<file path="src/mips_exc_pkg.sv">
package mips_exc_pkg;

    typedef logic [31:0] addr_t;
    typedef logic [31:0] word_t;
    typedef logic [4:0]  cp0_addr_t;

    // Cause ExcCode values
    typedef enum logic [4:0] {
        EX_INT  = 5'd0,
        EX_ADEL = 5'd4,
        EX_ADES = 5'd5,
        EX_SYS  = 5'd8,
        EX_BP   = 5'd9,
        EX_RI   = 5'd10,
        EX_OV   = 5'd12,
        EX_NONE = 5'd31  // Idle
    } ecode_t;

    typedef enum logic [2:0] {
        FU_ALU,
        FU_BRU,
        FU_AGU,
        FU_COP0,
        FU_MDU
    } fu_t;

    typedef enum logic [1:0] {
        SIZE_BYTE,
        SIZE_HALF,
        SIZE_WORD
    } mem_size_t;

    localparam cp0_addr_t CP0_BADVADDR = 5'd8;
    localparam cp0_addr_t CP0_COUNT    = 5'd9;
    localparam cp0_addr_t CP0_COMPARE  = 5'd11;
    localparam cp0_addr_t CP0_STATUS   = 5'd12;
    localparam cp0_addr_t CP0_CAUSE    = 5'd13;
    localparam cp0_addr_t CP0_EPC      = 5'd14;

    localparam addr_t EXC_VECTOR = 32'hBFC0_0380;  // Boot-time general vector

    localparam int STATUS_IE    = 0;
    localparam int STATUS_EXL   = 1;
    localparam int STATUS_IM_LO = 8;
    localparam int STATUS_IM_HI = 15;

    localparam int CAUSE_EXC_LO = 2;
    localparam int CAUSE_EXC_HI = 6;
    localparam int CAUSE_IP_LO  = 8;   // IP[1:0] are the software bits
    localparam int CAUSE_IP_HI  = 15;
    localparam int CAUSE_TI     = 30;
    localparam int CAUSE_BD     = 31;

endpackage
</file>
<file path="src/exc_flags_if.sv">
`timescale 1ns/1ps

interface exc_flags_if;
    logic                bru_adel;
    mips_exc_pkg::addr_t bru_badvaddr;
    logic                agu_adel;
    logic                agu_ades;
    mips_exc_pkg::addr_t agu_badvaddr;
    logic                cop0_adel;    // ERET to a misaligned EPC
    logic                cop0_first;
    logic                cop0_second;
    mips_exc_pkg::addr_t cop0_badvaddr;
    logic                cop0_eret;    // Clean ERET

    modport src (
        output bru_adel, bru_badvaddr,
        output agu_adel, agu_ades, agu_badvaddr,
        output cop0_adel, cop0_first, cop0_second, cop0_badvaddr,
        output cop0_eret
    );

    modport dst (
        input bru_adel, bru_badvaddr,
        input agu_adel, agu_ades, agu_badvaddr,
        input cop0_adel, cop0_first, cop0_second, cop0_badvaddr,
        input cop0_eret
    );

endinterface

</file>
<file path="src/exec_slot_if.sv">
`timescale 1ns/1ps

interface exec_slot_if;
    logic                en;
    mips_exc_pkg::addr_t pc;
    mips_exc_pkg::fu_t   fu;
    logic                ri;      // Reserved instruction
    logic                alu_ov;
    logic                sys;
    logic                brk;

    modport src (
        output en, pc, fu, ri, alu_ov, sys, brk
    );

    modport dst (
        input en, pc, fu, ri, alu_ov, sys, brk
    );

endinterface

</file>
<file path="src/exc_unit_top.sv">
`timescale 1ns/1ps

module exc_unit_top #(
    parameter int COUNT_DIV = 2
) (
    input  logic                    clk,
    input  logic                    rst_n,
    input  logic                    agu_valid,
    input  logic                    agu_slot,
    input  mips_exc_pkg::addr_t     agu_addr,
    input  mips_exc_pkg::mem_size_t agu_size,
    input  logic                    agu_store,
    input  logic                    bru_valid,
    input  mips_exc_pkg::addr_t     bru_target,
    input  logic                    eret_valid,
    input  logic                    eret_slot,
    input  logic                    slot1_en,
    input  mips_exc_pkg::addr_t     slot1_pc,
    input  mips_exc_pkg::fu_t       slot1_fu,
    input  logic                    slot1_ri,
    input  logic                    slot1_alu_ov,
    input  logic                    slot1_sys,
    input  logic                    slot1_brk,
    input  logic                    slot2_en,
    input  mips_exc_pkg::addr_t     slot2_pc,
    input  mips_exc_pkg::fu_t       slot2_fu,
    input  logic                    slot2_ri,
    input  logic                    slot2_alu_ov,
    input  logic                    slot2_sys,
    input  logic                    slot2_brk,
    input  logic [5:0]              ext_int,
    input  logic                    mtc0_en,
    input  mips_exc_pkg::cp0_addr_t mtc0_addr,
    input  mips_exc_pkg::word_t     mtc0_data,
    input  mips_exc_pkg::cp0_addr_t mfc0_addr,
    output mips_exc_pkg::word_t     mfc0_data,
    output logic                    exception1_en,
    output logic                    exception2_en,
    output logic                    eret,
    output mips_exc_pkg::addr_t     redirect_pc
);
    exec_slot_if slot1 ();
    exec_slot_if slot2 ();
    exc_flags_if flags ();

    logic                 exception_en;
    logic                 bd;
    mips_exc_pkg::addr_t  epc;
    mips_exc_pkg::addr_t  bad_vaddr;
    mips_exc_pkg::ecode_t ecode;
    mips_exc_pkg::word_t  status;
    mips_exc_pkg::word_t  cause;
    mips_exc_pkg::addr_t  epc_value;

    assign slot1.en     = slot1_en;
    assign slot1.pc     = slot1_pc;
    assign slot1.fu     = slot1_fu;
    assign slot1.ri     = slot1_ri;
    assign slot1.alu_ov = slot1_alu_ov;
    assign slot1.sys    = slot1_sys;
    assign slot1.brk    = slot1_brk;

    assign slot2.en     = slot2_en;
    assign slot2.pc     = slot2_pc;
    assign slot2.fu     = slot2_fu;
    assign slot2.ri     = slot2_ri;
    assign slot2.alu_ov = slot2_alu_ov;
    assign slot2.sys    = slot2_sys;
    assign slot2.brk    = slot2_brk;

    exc_collector u_collector (
        .agu_valid  (agu_valid),
        .agu_slot   (agu_slot),
        .agu_addr   (agu_addr),
        .agu_size   (agu_size),
        .agu_store  (agu_store),
        .bru_valid  (bru_valid),
        .bru_target (bru_target),
        .eret_valid (eret_valid),
        .eret_slot  (eret_slot),
        .epc_value  (epc_value),
        .flags      (flags.src)
    );

    exhandler u_handler (
        .slot1         (slot1.dst),
        .slot2         (slot2.dst),
        .flags         (flags.dst),
        .agu_slot      (agu_slot),
        .status        (status),
        .cause         (cause),
        .ext_int       (ext_int),
        .exception1_en (exception1_en),
        .exception2_en (exception2_en),
        .eret          (eret),
        .redirect_pc   (redirect_pc),
        .exception_en  (exception_en),
        .bd            (bd),
        .epc           (epc),
        .bad_vaddr     (bad_vaddr),
        .ecode         (ecode)
    );

    cp0_regfile #(
        .COUNT_DIV (COUNT_DIV)
    ) u_cp0 (
        .clk          (clk),
        .rst_n        (rst_n),
        .mtc0_en      (mtc0_en),
        .mtc0_addr    (mtc0_addr),
        .mtc0_data    (mtc0_data),
        .mfc0_addr    (mfc0_addr),
        .mfc0_data    (mfc0_data),
        .exception_en (exception_en),
        .bd           (bd),
        .epc          (epc),
        .bad_vaddr    (bad_vaddr),
        .ecode        (ecode),
        .eret         (eret),
        .status       (status),
        .cause        (cause),
        .epc_value    (epc_value)
    );

endmodule

</file>
<file path="src/cp0_regfile.sv">
`timescale 1ns/1ps

module cp0_regfile #(
    parameter int COUNT_DIV = 2
) (
    input  logic                     clk,
    input  logic                     rst_n,
    input  logic                     mtc0_en,
    input  mips_exc_pkg::cp0_addr_t  mtc0_addr,
    input  mips_exc_pkg::word_t      mtc0_data,
    input  mips_exc_pkg::cp0_addr_t  mfc0_addr,
    output mips_exc_pkg::word_t      mfc0_data,
    input  logic                     exception_en,
    input  logic                     bd,
    input  mips_exc_pkg::addr_t      epc,
    input  mips_exc_pkg::addr_t      bad_vaddr,
    input  mips_exc_pkg::ecode_t     ecode,
    input  logic                     eret,
    output mips_exc_pkg::word_t      status,
    output mips_exc_pkg::word_t      cause,
    output mips_exc_pkg::addr_t      epc_value
);
    localparam int DIV_W = (COUNT_DIV > 1) ? $clog2(COUNT_DIV) : 1;
    localparam logic [DIV_W-1:0] DIV_LAST = DIV_W'(COUNT_DIV - 1);

    logic                ie_q;
    logic                exl_q;
    logic [7:0]          im_q;
    logic                bd_q;
    logic                ti_q;
    logic [1:0]          ip_sw_q;
    logic [4:0]          exc_code_q;
    mips_exc_pkg::addr_t epc_q;
    mips_exc_pkg::addr_t badvaddr_q;
    mips_exc_pkg::word_t count_q;
    mips_exc_pkg::word_t compare_q;
    logic [DIV_W-1:0]    div_q;
    logic                mtc0_we;
    logic                bad_addr_exc;

    // Exception beats MTC0 in the same cycle
    assign mtc0_we      = mtc0_en && !exception_en;
    assign bad_addr_exc = ecode == mips_exc_pkg::EX_ADEL || ecode == mips_exc_pkg::EX_ADES;

    always_ff @(posedge clk) begin
        if (!rst_n) begin
            ie_q       <= 1'b0;
            exl_q      <= 1'b1;
            im_q       <= '0;
            bd_q       <= 1'b0;
            ti_q       <= 1'b0;
            ip_sw_q    <= '0;
            exc_code_q <= '0;
            count_q    <= '0;
            compare_q  <= '0;
            div_q      <= '0;
        end else begin
            div_q <= (div_q == DIV_LAST) ? '0 : div_q + 1'b1;
            if (div_q == DIV_LAST)
                count_q <= count_q + 32'd1;
            if (compare_q != '0 && count_q == compare_q)
                ti_q <= 1'b1;

            if (exception_en) begin
                exl_q      <= 1'b1;
                bd_q       <= bd;
                exc_code_q <= ecode;
            end else if (eret) begin
                exl_q <= 1'b0;
            end else if (mtc0_we) begin
                case (mtc0_addr)
                    mips_exc_pkg::CP0_STATUS: begin
                        ie_q  <= mtc0_data[mips_exc_pkg::STATUS_IE];
                        exl_q <= mtc0_data[mips_exc_pkg::STATUS_EXL];
                        im_q  <= mtc0_data[mips_exc_pkg::STATUS_IM_HI:mips_exc_pkg::STATUS_IM_LO];
                    end
                    mips_exc_pkg::CP0_CAUSE:
                        ip_sw_q <= mtc0_data[mips_exc_pkg::CAUSE_IP_LO+1:mips_exc_pkg::CAUSE_IP_LO];
                    mips_exc_pkg::CP0_COUNT:   count_q <= mtc0_data;
                    mips_exc_pkg::CP0_COMPARE: begin
                        compare_q <= mtc0_data;
                        ti_q      <= 1'b0;  // Acknowledges the timer
                    end
                    default: ;
                endcase
            end
        end
    end

    always_ff @(posedge clk) begin
        if (exception_en) begin
            epc_q <= epc;
            if (bad_addr_exc)
                badvaddr_q <= bad_vaddr;
        end else if (mtc0_we && mtc0_addr == mips_exc_pkg::CP0_EPC) begin
            epc_q <= mtc0_data;
        end
    end

    always_comb begin
        status = '0;
        status[mips_exc_pkg::STATUS_IE]  = ie_q;
        status[mips_exc_pkg::STATUS_EXL] = exl_q;
        status[mips_exc_pkg::STATUS_IM_HI:mips_exc_pkg::STATUS_IM_LO] = im_q;

        cause = '0;
        cause[mips_exc_pkg::CAUSE_BD] = bd_q;
        cause[mips_exc_pkg::CAUSE_TI] = ti_q;
        cause[mips_exc_pkg::CAUSE_IP_LO+1:mips_exc_pkg::CAUSE_IP_LO]  = ip_sw_q;
        cause[mips_exc_pkg::CAUSE_EXC_HI:mips_exc_pkg::CAUSE_EXC_LO] = exc_code_q;
    end

    assign epc_value = epc_q;

    always_comb begin
        case (mfc0_addr)
            mips_exc_pkg::CP0_BADVADDR: mfc0_data = badvaddr_q;
            mips_exc_pkg::CP0_COUNT:    mfc0_data = count_q;
            mips_exc_pkg::CP0_COMPARE:  mfc0_data = compare_q;
            mips_exc_pkg::CP0_STATUS:   mfc0_data = status;
            mips_exc_pkg::CP0_CAUSE:    mfc0_data = cause;
            mips_exc_pkg::CP0_EPC:      mfc0_data = epc_q;
            default:                    mfc0_data = '0;
        endcase
    end

endmodule

</file>
<file path="src/exhandler.sv">
`timescale 1ns/1ps

module exhandler (
    exec_slot_if.dst              slot1,
    exec_slot_if.dst              slot2,
    exc_flags_if.dst              flags,
    input  logic                  agu_slot,
    input  mips_exc_pkg::word_t   status,
    input  mips_exc_pkg::word_t   cause,
    input  logic [5:0]            ext_int,
    output logic                  exception1_en,
    output logic                  exception2_en,
    output logic                  eret,
    output mips_exc_pkg::addr_t   redirect_pc,
    output logic                  exception_en,
    output logic                  bd,
    output mips_exc_pkg::addr_t   epc,
    output mips_exc_pkg::addr_t   bad_vaddr,
    output mips_exc_pkg::ecode_t  ecode
);
    logic [7:0]           irq_lines;
    logic                 int_pending;
    mips_exc_pkg::ecode_t slot1_code;
    mips_exc_pkg::ecode_t slot2_code;
    logic                 slot2_exc;

    // Per-slot order after the ERET check
    function automatic mips_exc_pkg::ecode_t slot_code(
        input logic ri,
        input logic ov,
        input logic sys,
        input logic brk,
        input logic adel,
        input logic ades
    );
        if (ri)
            return mips_exc_pkg::EX_RI;
        else if (ov)
            return mips_exc_pkg::EX_OV;
        else if (sys)
            return mips_exc_pkg::EX_SYS;
        else if (brk)
            return mips_exc_pkg::EX_BP;
        else if (adel)
            return mips_exc_pkg::EX_ADEL;
        else if (ades)
            return mips_exc_pkg::EX_ADES;
        return mips_exc_pkg::EX_NONE;
    endfunction

    assign irq_lines = ({ext_int, cause[mips_exc_pkg::CAUSE_IP_LO+1:mips_exc_pkg::CAUSE_IP_LO]}
                        | {cause[mips_exc_pkg::CAUSE_TI], 7'b0})
                       & status[mips_exc_pkg::STATUS_IM_HI:mips_exc_pkg::STATUS_IM_LO];
    assign int_pending = |irq_lines && slot1.en && !status[mips_exc_pkg::STATUS_EXL];

    assign slot1_code = slot_code(slot1.ri, slot1.alu_ov, slot1.sys, slot1.brk,
                                  flags.agu_adel && !agu_slot, flags.agu_ades && !agu_slot);
    assign slot2_code = slot_code(slot2.ri, slot2.alu_ov, slot2.sys, slot2.brk,
                                  flags.agu_adel && agu_slot, flags.agu_ades && agu_slot);
    assign slot2_exc  = slot2.en && (slot2_code != mips_exc_pkg::EX_NONE
                                     || (flags.cop0_adel && flags.cop0_second));

    always_comb begin
        exception1_en = 1'b0;
        exception2_en = 1'b0;
        bd            = 1'b0;
        epc           = '0;
        bad_vaddr     = '0;
        ecode         = mips_exc_pkg::EX_NONE;

        if (int_pending) begin
            exception1_en = 1'b1;
            epc           = slot1.pc;
            ecode         = mips_exc_pkg::EX_INT;
        end else if (slot1.en && flags.bru_adel && !slot2_exc) begin
            exception1_en = 1'b1;
            epc           = flags.bru_badvaddr;  // Fault is at the target itself
            bad_vaddr     = flags.bru_badvaddr;
            ecode         = mips_exc_pkg::EX_ADEL;
        end else if (slot1.en && flags.cop0_adel && flags.cop0_first) begin
            exception1_en = 1'b1;
            epc           = flags.cop0_badvaddr;
            bad_vaddr     = flags.cop0_badvaddr;
            ecode         = mips_exc_pkg::EX_ADEL;
        end else if (slot1.en && slot1_code != mips_exc_pkg::EX_NONE) begin
            exception1_en = 1'b1;
            epc           = slot1.pc;
            bad_vaddr     = flags.agu_badvaddr;
            ecode         = slot1_code;
        end else if (slot2.en && flags.cop0_adel && flags.cop0_second) begin
            exception2_en = 1'b1;
            epc           = flags.cop0_badvaddr;
            bad_vaddr     = flags.cop0_badvaddr;
            ecode         = mips_exc_pkg::EX_ADEL;
        end else if (slot2.en && slot2_code != mips_exc_pkg::EX_NONE) begin
            exception2_en = 1'b1;
            epc           = slot2.pc;
            bad_vaddr     = flags.agu_badvaddr;
            ecode         = slot2_code;
            if (slot1.fu == mips_exc_pkg::FU_BRU) begin  // Delay slot
                epc = slot2.pc - 32'd4;
                bd  = 1'b1;
            end
        end
    end

    assign exception_en = exception1_en | exception2_en;
    assign eret         = flags.cop0_eret && !exception_en;

    // Collector forwards the current EPC on cop0_badvaddr
    assign redirect_pc = exception_en ? mips_exc_pkg::EXC_VECTOR : flags.cop0_badvaddr;

endmodule

</file>
<file path="src/exc_collector.sv">
`timescale 1ns/1ps

module exc_collector (
    input  logic                    agu_valid,
    input  logic                    agu_slot,
    input  mips_exc_pkg::addr_t     agu_addr,
    input  mips_exc_pkg::mem_size_t agu_size,
    input  logic                    agu_store,
    input  logic                    bru_valid,
    input  mips_exc_pkg::addr_t     bru_target,
    input  logic                    eret_valid,
    input  logic                    eret_slot,
    input  mips_exc_pkg::addr_t     epc_value,
    exc_flags_if.src                flags
);
    logic agu_misaligned;
    logic agu_fault;
    logic eret_misaligned;

    always_comb begin
        case (agu_size)
            mips_exc_pkg::SIZE_HALF: agu_misaligned = agu_addr[0];
            mips_exc_pkg::SIZE_WORD: agu_misaligned = |agu_addr[1:0];
            default:                 agu_misaligned = 1'b0;  // Bytes never fault
        endcase
    end

    // A slot holding the ERET has no memory access
    assign agu_fault = agu_valid && agu_misaligned
                       && !(eret_valid && eret_slot == agu_slot);

    assign flags.agu_adel     = agu_fault && !agu_store;
    assign flags.agu_ades     = agu_fault && agu_store;
    assign flags.agu_badvaddr = agu_addr;

    assign flags.bru_adel     = bru_valid && |bru_target[1:0];
    assign flags.bru_badvaddr = bru_target;

    // ERET returns to EPC
    assign eret_misaligned     = |epc_value[1:0];
    assign flags.cop0_adel     = eret_valid && eret_misaligned;
    assign flags.cop0_first    = eret_valid && !eret_slot;
    assign flags.cop0_second   = eret_valid && eret_slot;
    assign flags.cop0_badvaddr = epc_value;
    assign flags.cop0_eret     = eret_valid && !eret_misaligned;

endmodule

</file>
<file path="config.mk">
export PLATFORM = sky130hd
export DESIGN_NAME = exc_unit_top
export DESIGN_NICKNAME = d
export VERILOG_FILES = /design/src/mips_exc_pkg.sv /design/src/exc_flags_if.sv /design/src/exec_slot_if.sv /design/src/exc_unit_top.sv /design/src/cp0_regfile.sv /design/src/exhandler.sv /design/src/exc_collector.sv
export SDC_FILE = /design/constraint.sdc
export NUM_CORES = 1
export LEC_CHECK = 0
export BUFFER_PORTS_ARGS = -buffer_cell sky130_fd_sc_hd__buf_2
export CAP_MARGIN = 40
export CORE_MARGIN = 5
export CORE_UTILIZATION = 51
export CTS_CLUSTER_SIZE = 8
export DETAILED_ROUTE_END_ITERATION = 8
export GPL_TIMING_DRIVEN = 1
export HOLD_SLACK_MARGIN = 0.15
export PLACE_DENSITY = 0.82
export SLEW_MARGIN = 20
export SYNTH_ARGS = -nofsm -noshare
export SYNTH_HDL_FRONTEND = slang
export SYNTH_SLANG_ARGS = --single-unit
</file>
<file path="constraint.sdc">
create_clock -name clk -period 6.4 [get_ports clk]
set_input_delay 1.28 -clock clk [delete_from_list [all_inputs] [get_ports clk]]
set_output_delay 1.28 -clock clk [all_outputs]
set_load 0.02 [all_outputs]
</file>
==> results.sh <==
export IMPL_outcome="finished clean"
export IMPL_synth_ff_type="dfxtp_1"
export IMPL_place_gp_congestion=1.021
export IMPL_yosysWarnings=0
export IMPL_cap_violations=0
export IMPL_core_um2=18640
export IMPL_rsz0062_at_grt="false"
export IMPL_grt_usage_pct=34.49
export IMPL_async_reset_ff_share_pct=0
export IMPL_dr_total_vias=10730
export IMPL_min_period_over_period_pct=78.09
export IMPL_rows=50
export IMPL_tightest_slew_ns=0.8205
export IMPL_fin_area_um2=11830
export IMPL_nets=1557
export IMPL_tritoncts="built"
export IMPL_synth_seq_cells=148
export IMPL_start_util_pct=51.61
export IMPL_layout_cells_most_common_list="buf_2 (269), nand2_1 (101), dfxtp_1 (84), nor2_1 (82), a22oi_1 (78)"
export IMPL_antenna_found_initial=1
export IMPL_synth_nets=1329
export IMPL_syn_area_um2=9622
export IMPL_io_pins=270
export IMPL_ys_types=68
export IMPL_vdd_drop_max_mv=0.1740
export IMPL_clock_sinks=148
export IMPL_layout_drive_gt1_share_pct=25.39
export IMPL_power_density_nw_per_um2=228.3
export IMPL_die_y_um=147.4
export IMPL_stdcell_count=1598
export IMPL_grt_pass1_vias=10060
export IMPL_avgViaCountPerCell=6.712
export IMPL_timing_worst_setup_path_type="in2out"
export IMPL_path_cells="buf_2 > o41ai_4 > nand2_2 > a211oi_4 > and3_2 > buf_12 > and2_1 > buf_2"
export IMPL_crit_fanout=32
export IMPL_routed_wl_um=38560
export IMPL_dp_hpwl_um=29600
export IMPL_drc_errors=0
export IMPL_final_common_cell="buf_2"
export IMPL_fmax_mhz=200.1
export IMPL_cts_buffers=17
export IMPL_dieArea_um2=21710
export IMPL_seq_area_frac_synth_pct=37.45
export IMPL_cts_resized=0
export IMPL_cts_setup_buffers=0
export IMPL_placed_cell_area_um2=11170
export IMPL_holdBufCountCts=0
export IMPL_drtIter0Drc=2184
export IMPL_crit_path_end_kind="primary output"
export IMPL_slew_viol_final=0
export IMPL_cts_clk_slew_worst_paths_ns=0.06
export IMPL_finalSetupViolations=0
export IMPL_required_ns=5.12
export IMPL_grt_pass1_wl_um=58400
export IMPL_relSlewSlack_pct=45.10
export IMPL_fillers=1577
export IMPL_synth_area_per_cell_um2=8.576
export IMPL_areaGrowthSynthToFinish_pct=22.93
export IMPL_ant_nets=0
export IMPL_grt_remaining_overflow=0
export IMPL_min_period_ns=4.998
export IMPL_slowest_stage="and3_2"
export IMPL_tns_ns=0
export IMPL_dp_cells=1564
export IMPL_wl_per_cell_um=24.13
export IMPL_cp_slowest_stage_delay_ns=0.57
export IMPL_cts_max_level=4
export IMPL_min_path_type="reg2reg"
export IMPL_cts_max_path_buffers=2
export IMPL_grt_max_degree=80
export IMPL_cts_root_buffer_cell="clkbuf_16"
export IMPL_firstDrtPassIters=9
export IMPL_start_kind="input pin"
export IMPL_finalHoldViolCount=0
export IMPL_cp_num_buf_inv=3
export IMPL_dieWidth_um=147.4
export IMPL_crit_top_cell="buf_2"
export IMPL_arrival_ns=3.72
export IMPL_critical_path_top_delay_family="compound AO/OA/AOI/OAI gates"
export IMPL_synth_edf_count=64
export IMPL_power_leakage_nw=5.075
export IMPL_clock_latency_ns=0.44
export IMPL_syn_inst=1122
export IMPL_port_buffers=266
export IMPL_finClkSkew_ns=0.01002
==> metrics by stage <==
stage	util [%]	total power [W]	hold WS (ns)	worst slack, ns
floorplan	-	0.001357	0.4313	1.093
finish	63.44	0.002700	0.4700	1.402
global placement	59.46	0.001569	0.4455	1.301
CTS	63.39	0.002679	0.4679	1.457
global route	63.44	0.002769	0.5008	1.272
detailed placement	59.90	0.001583	0.4585	1.467
==> flip-flops by register name, indices dropped and copies added, names as in the netlist, 2 cells and up <==
signal            count
u_cp0.exc_code_q      5
u_cp0.compare_q      32
u_cp0.epc_value      32
u_cp0.badvaddr_q     32
u_cp0.count_q        32
u_cp0.ip_sw_q         2
u_cp0.im_q            8
==> worst register-to-register path, stage by stage (launching register included) <==
cell and delay (ns):
edfxtp_1 0.50, o2111ai_1 0.62, nand2_2 0.22, a211oi_4 0.26, buf_4 0.47, o21ai_2 0.26, buf_4 0.29, a222oi_1 0.49
nor2_1 0.08
==> routing by layer <==
metal  vias up  wire length [um]  global-route usage, %
li1       4757                 -                      -
met3       122              5110                  8.174
met1      5008             14810                  47.51
met5         -                 0                      0
met4         0              1520                  12.40
met2       838             17120                  53.11
==> synthesized netlist by cell type (all sizes together), types with 5 or more instances <==
| cell | n | area [um^2] |
|---|---|---|
| xnor2 | 28 | 245.2 |
| inv | 11 | 41.29 |
| o21ai | 59 | 295.3 |
| nand4 | 25 | 162.6 |
| or2 | 5 | 31.28 |
| nor2 | 85 | 319.1 |
| nand2b | 16 | 100.1 |
| dfxtp | 84 | 1682 |
| nor3 | 27 | 135.1 |
| buf | 17 | 103.9 |
| a21oi | 41 | 209.0 |
| a22oi | 78 | 585.6 |
| a21o | 13 | 97.59 |
| nand2 | 102 | 385.4 |
| or4 | 6 | 45.04 |
| and3 | 39 | 244.0 |
| or3 | 9 | 56.30 |
| a221o | 32 | 320.3 |
| nor4 | 33 | 206.5 |
| a211oi | 33 | 285.3 |
| clkbuf | 68 | 256.5 |
| a222oi | 23 | 230.2 |
| and4 | 5 | 43.79 |
| and2 | 25 | 156.4 |
| xor2 | 61 | 534.3 |
| nand3 | 64 | 320.3 |
| nor3b | 7 | 57.55 |
| edfxtp | 64 | 1922 |
==> report_power, final <==
group | total [W] | internal [W] | switching (W) | leakage [nW]
Clock | 0.00112 | 0.000721 | 0.000396 | 0.316
Combinational | 0.000459 | 0.000178 | 0.000280 | 3.45
Sequential | 0.00112 | 0.00106 | 0.0000621 | 1.31
Total | 0.00270 | 0.00196 | 0.000738 | 5.08
==> kinds of logic (layout without fill, tap and decap cells) <==
logic type | after synthesis | count (layout) | synth area share, %
and+or+nand+nor | 462 | 462 | 24.67
AOI/OAI and AO/OA | 320 | 320 | 24.77
DFF | 148 | 148 | 37.45
muxes | 3 | 3 | 0.3121
xor gates and xnor gates | 89 | 89 | 8.101
other | 0 | 1 | 0
buffers and inverters | 96 | 337 | 4.174
adders and majority gates | 4 | 4 | 0.5202
==> final cells by class <==
type | instances | area [um^2] | area share (%)
multi-input combinational | 878 | 5667 | 47.91
clock buffer | 22 | 475.5 | 4.020
tap | 234 | 292.8 | 2.475
inverter | 11 | 41.29 | 0.3491
timing repair buffer | 294 | 1570 | 13.28
clock inverter | 10 | 175.2 | 1.481
sequential | 148 | 3603 | 30.47
antenna | 1 | 2.502 | 0.02116
==> final timing paths <==
kind	start	to	slack (ns)	cells past startpoint
min reg2reg	u_cp0.ie_q	u_cp0.ie_q	0.47	2
min	u_cp0.ie_q	u_cp0.ie_q	0.47	2
max	slot2_ri	redirect_pc[17]	1.40	8
max reg2reg	u_cp0.epc_value[1]	u_cp0.epc_value[18]	2.96	8
No activity file was read; power rests on OpenSTA's default activity.
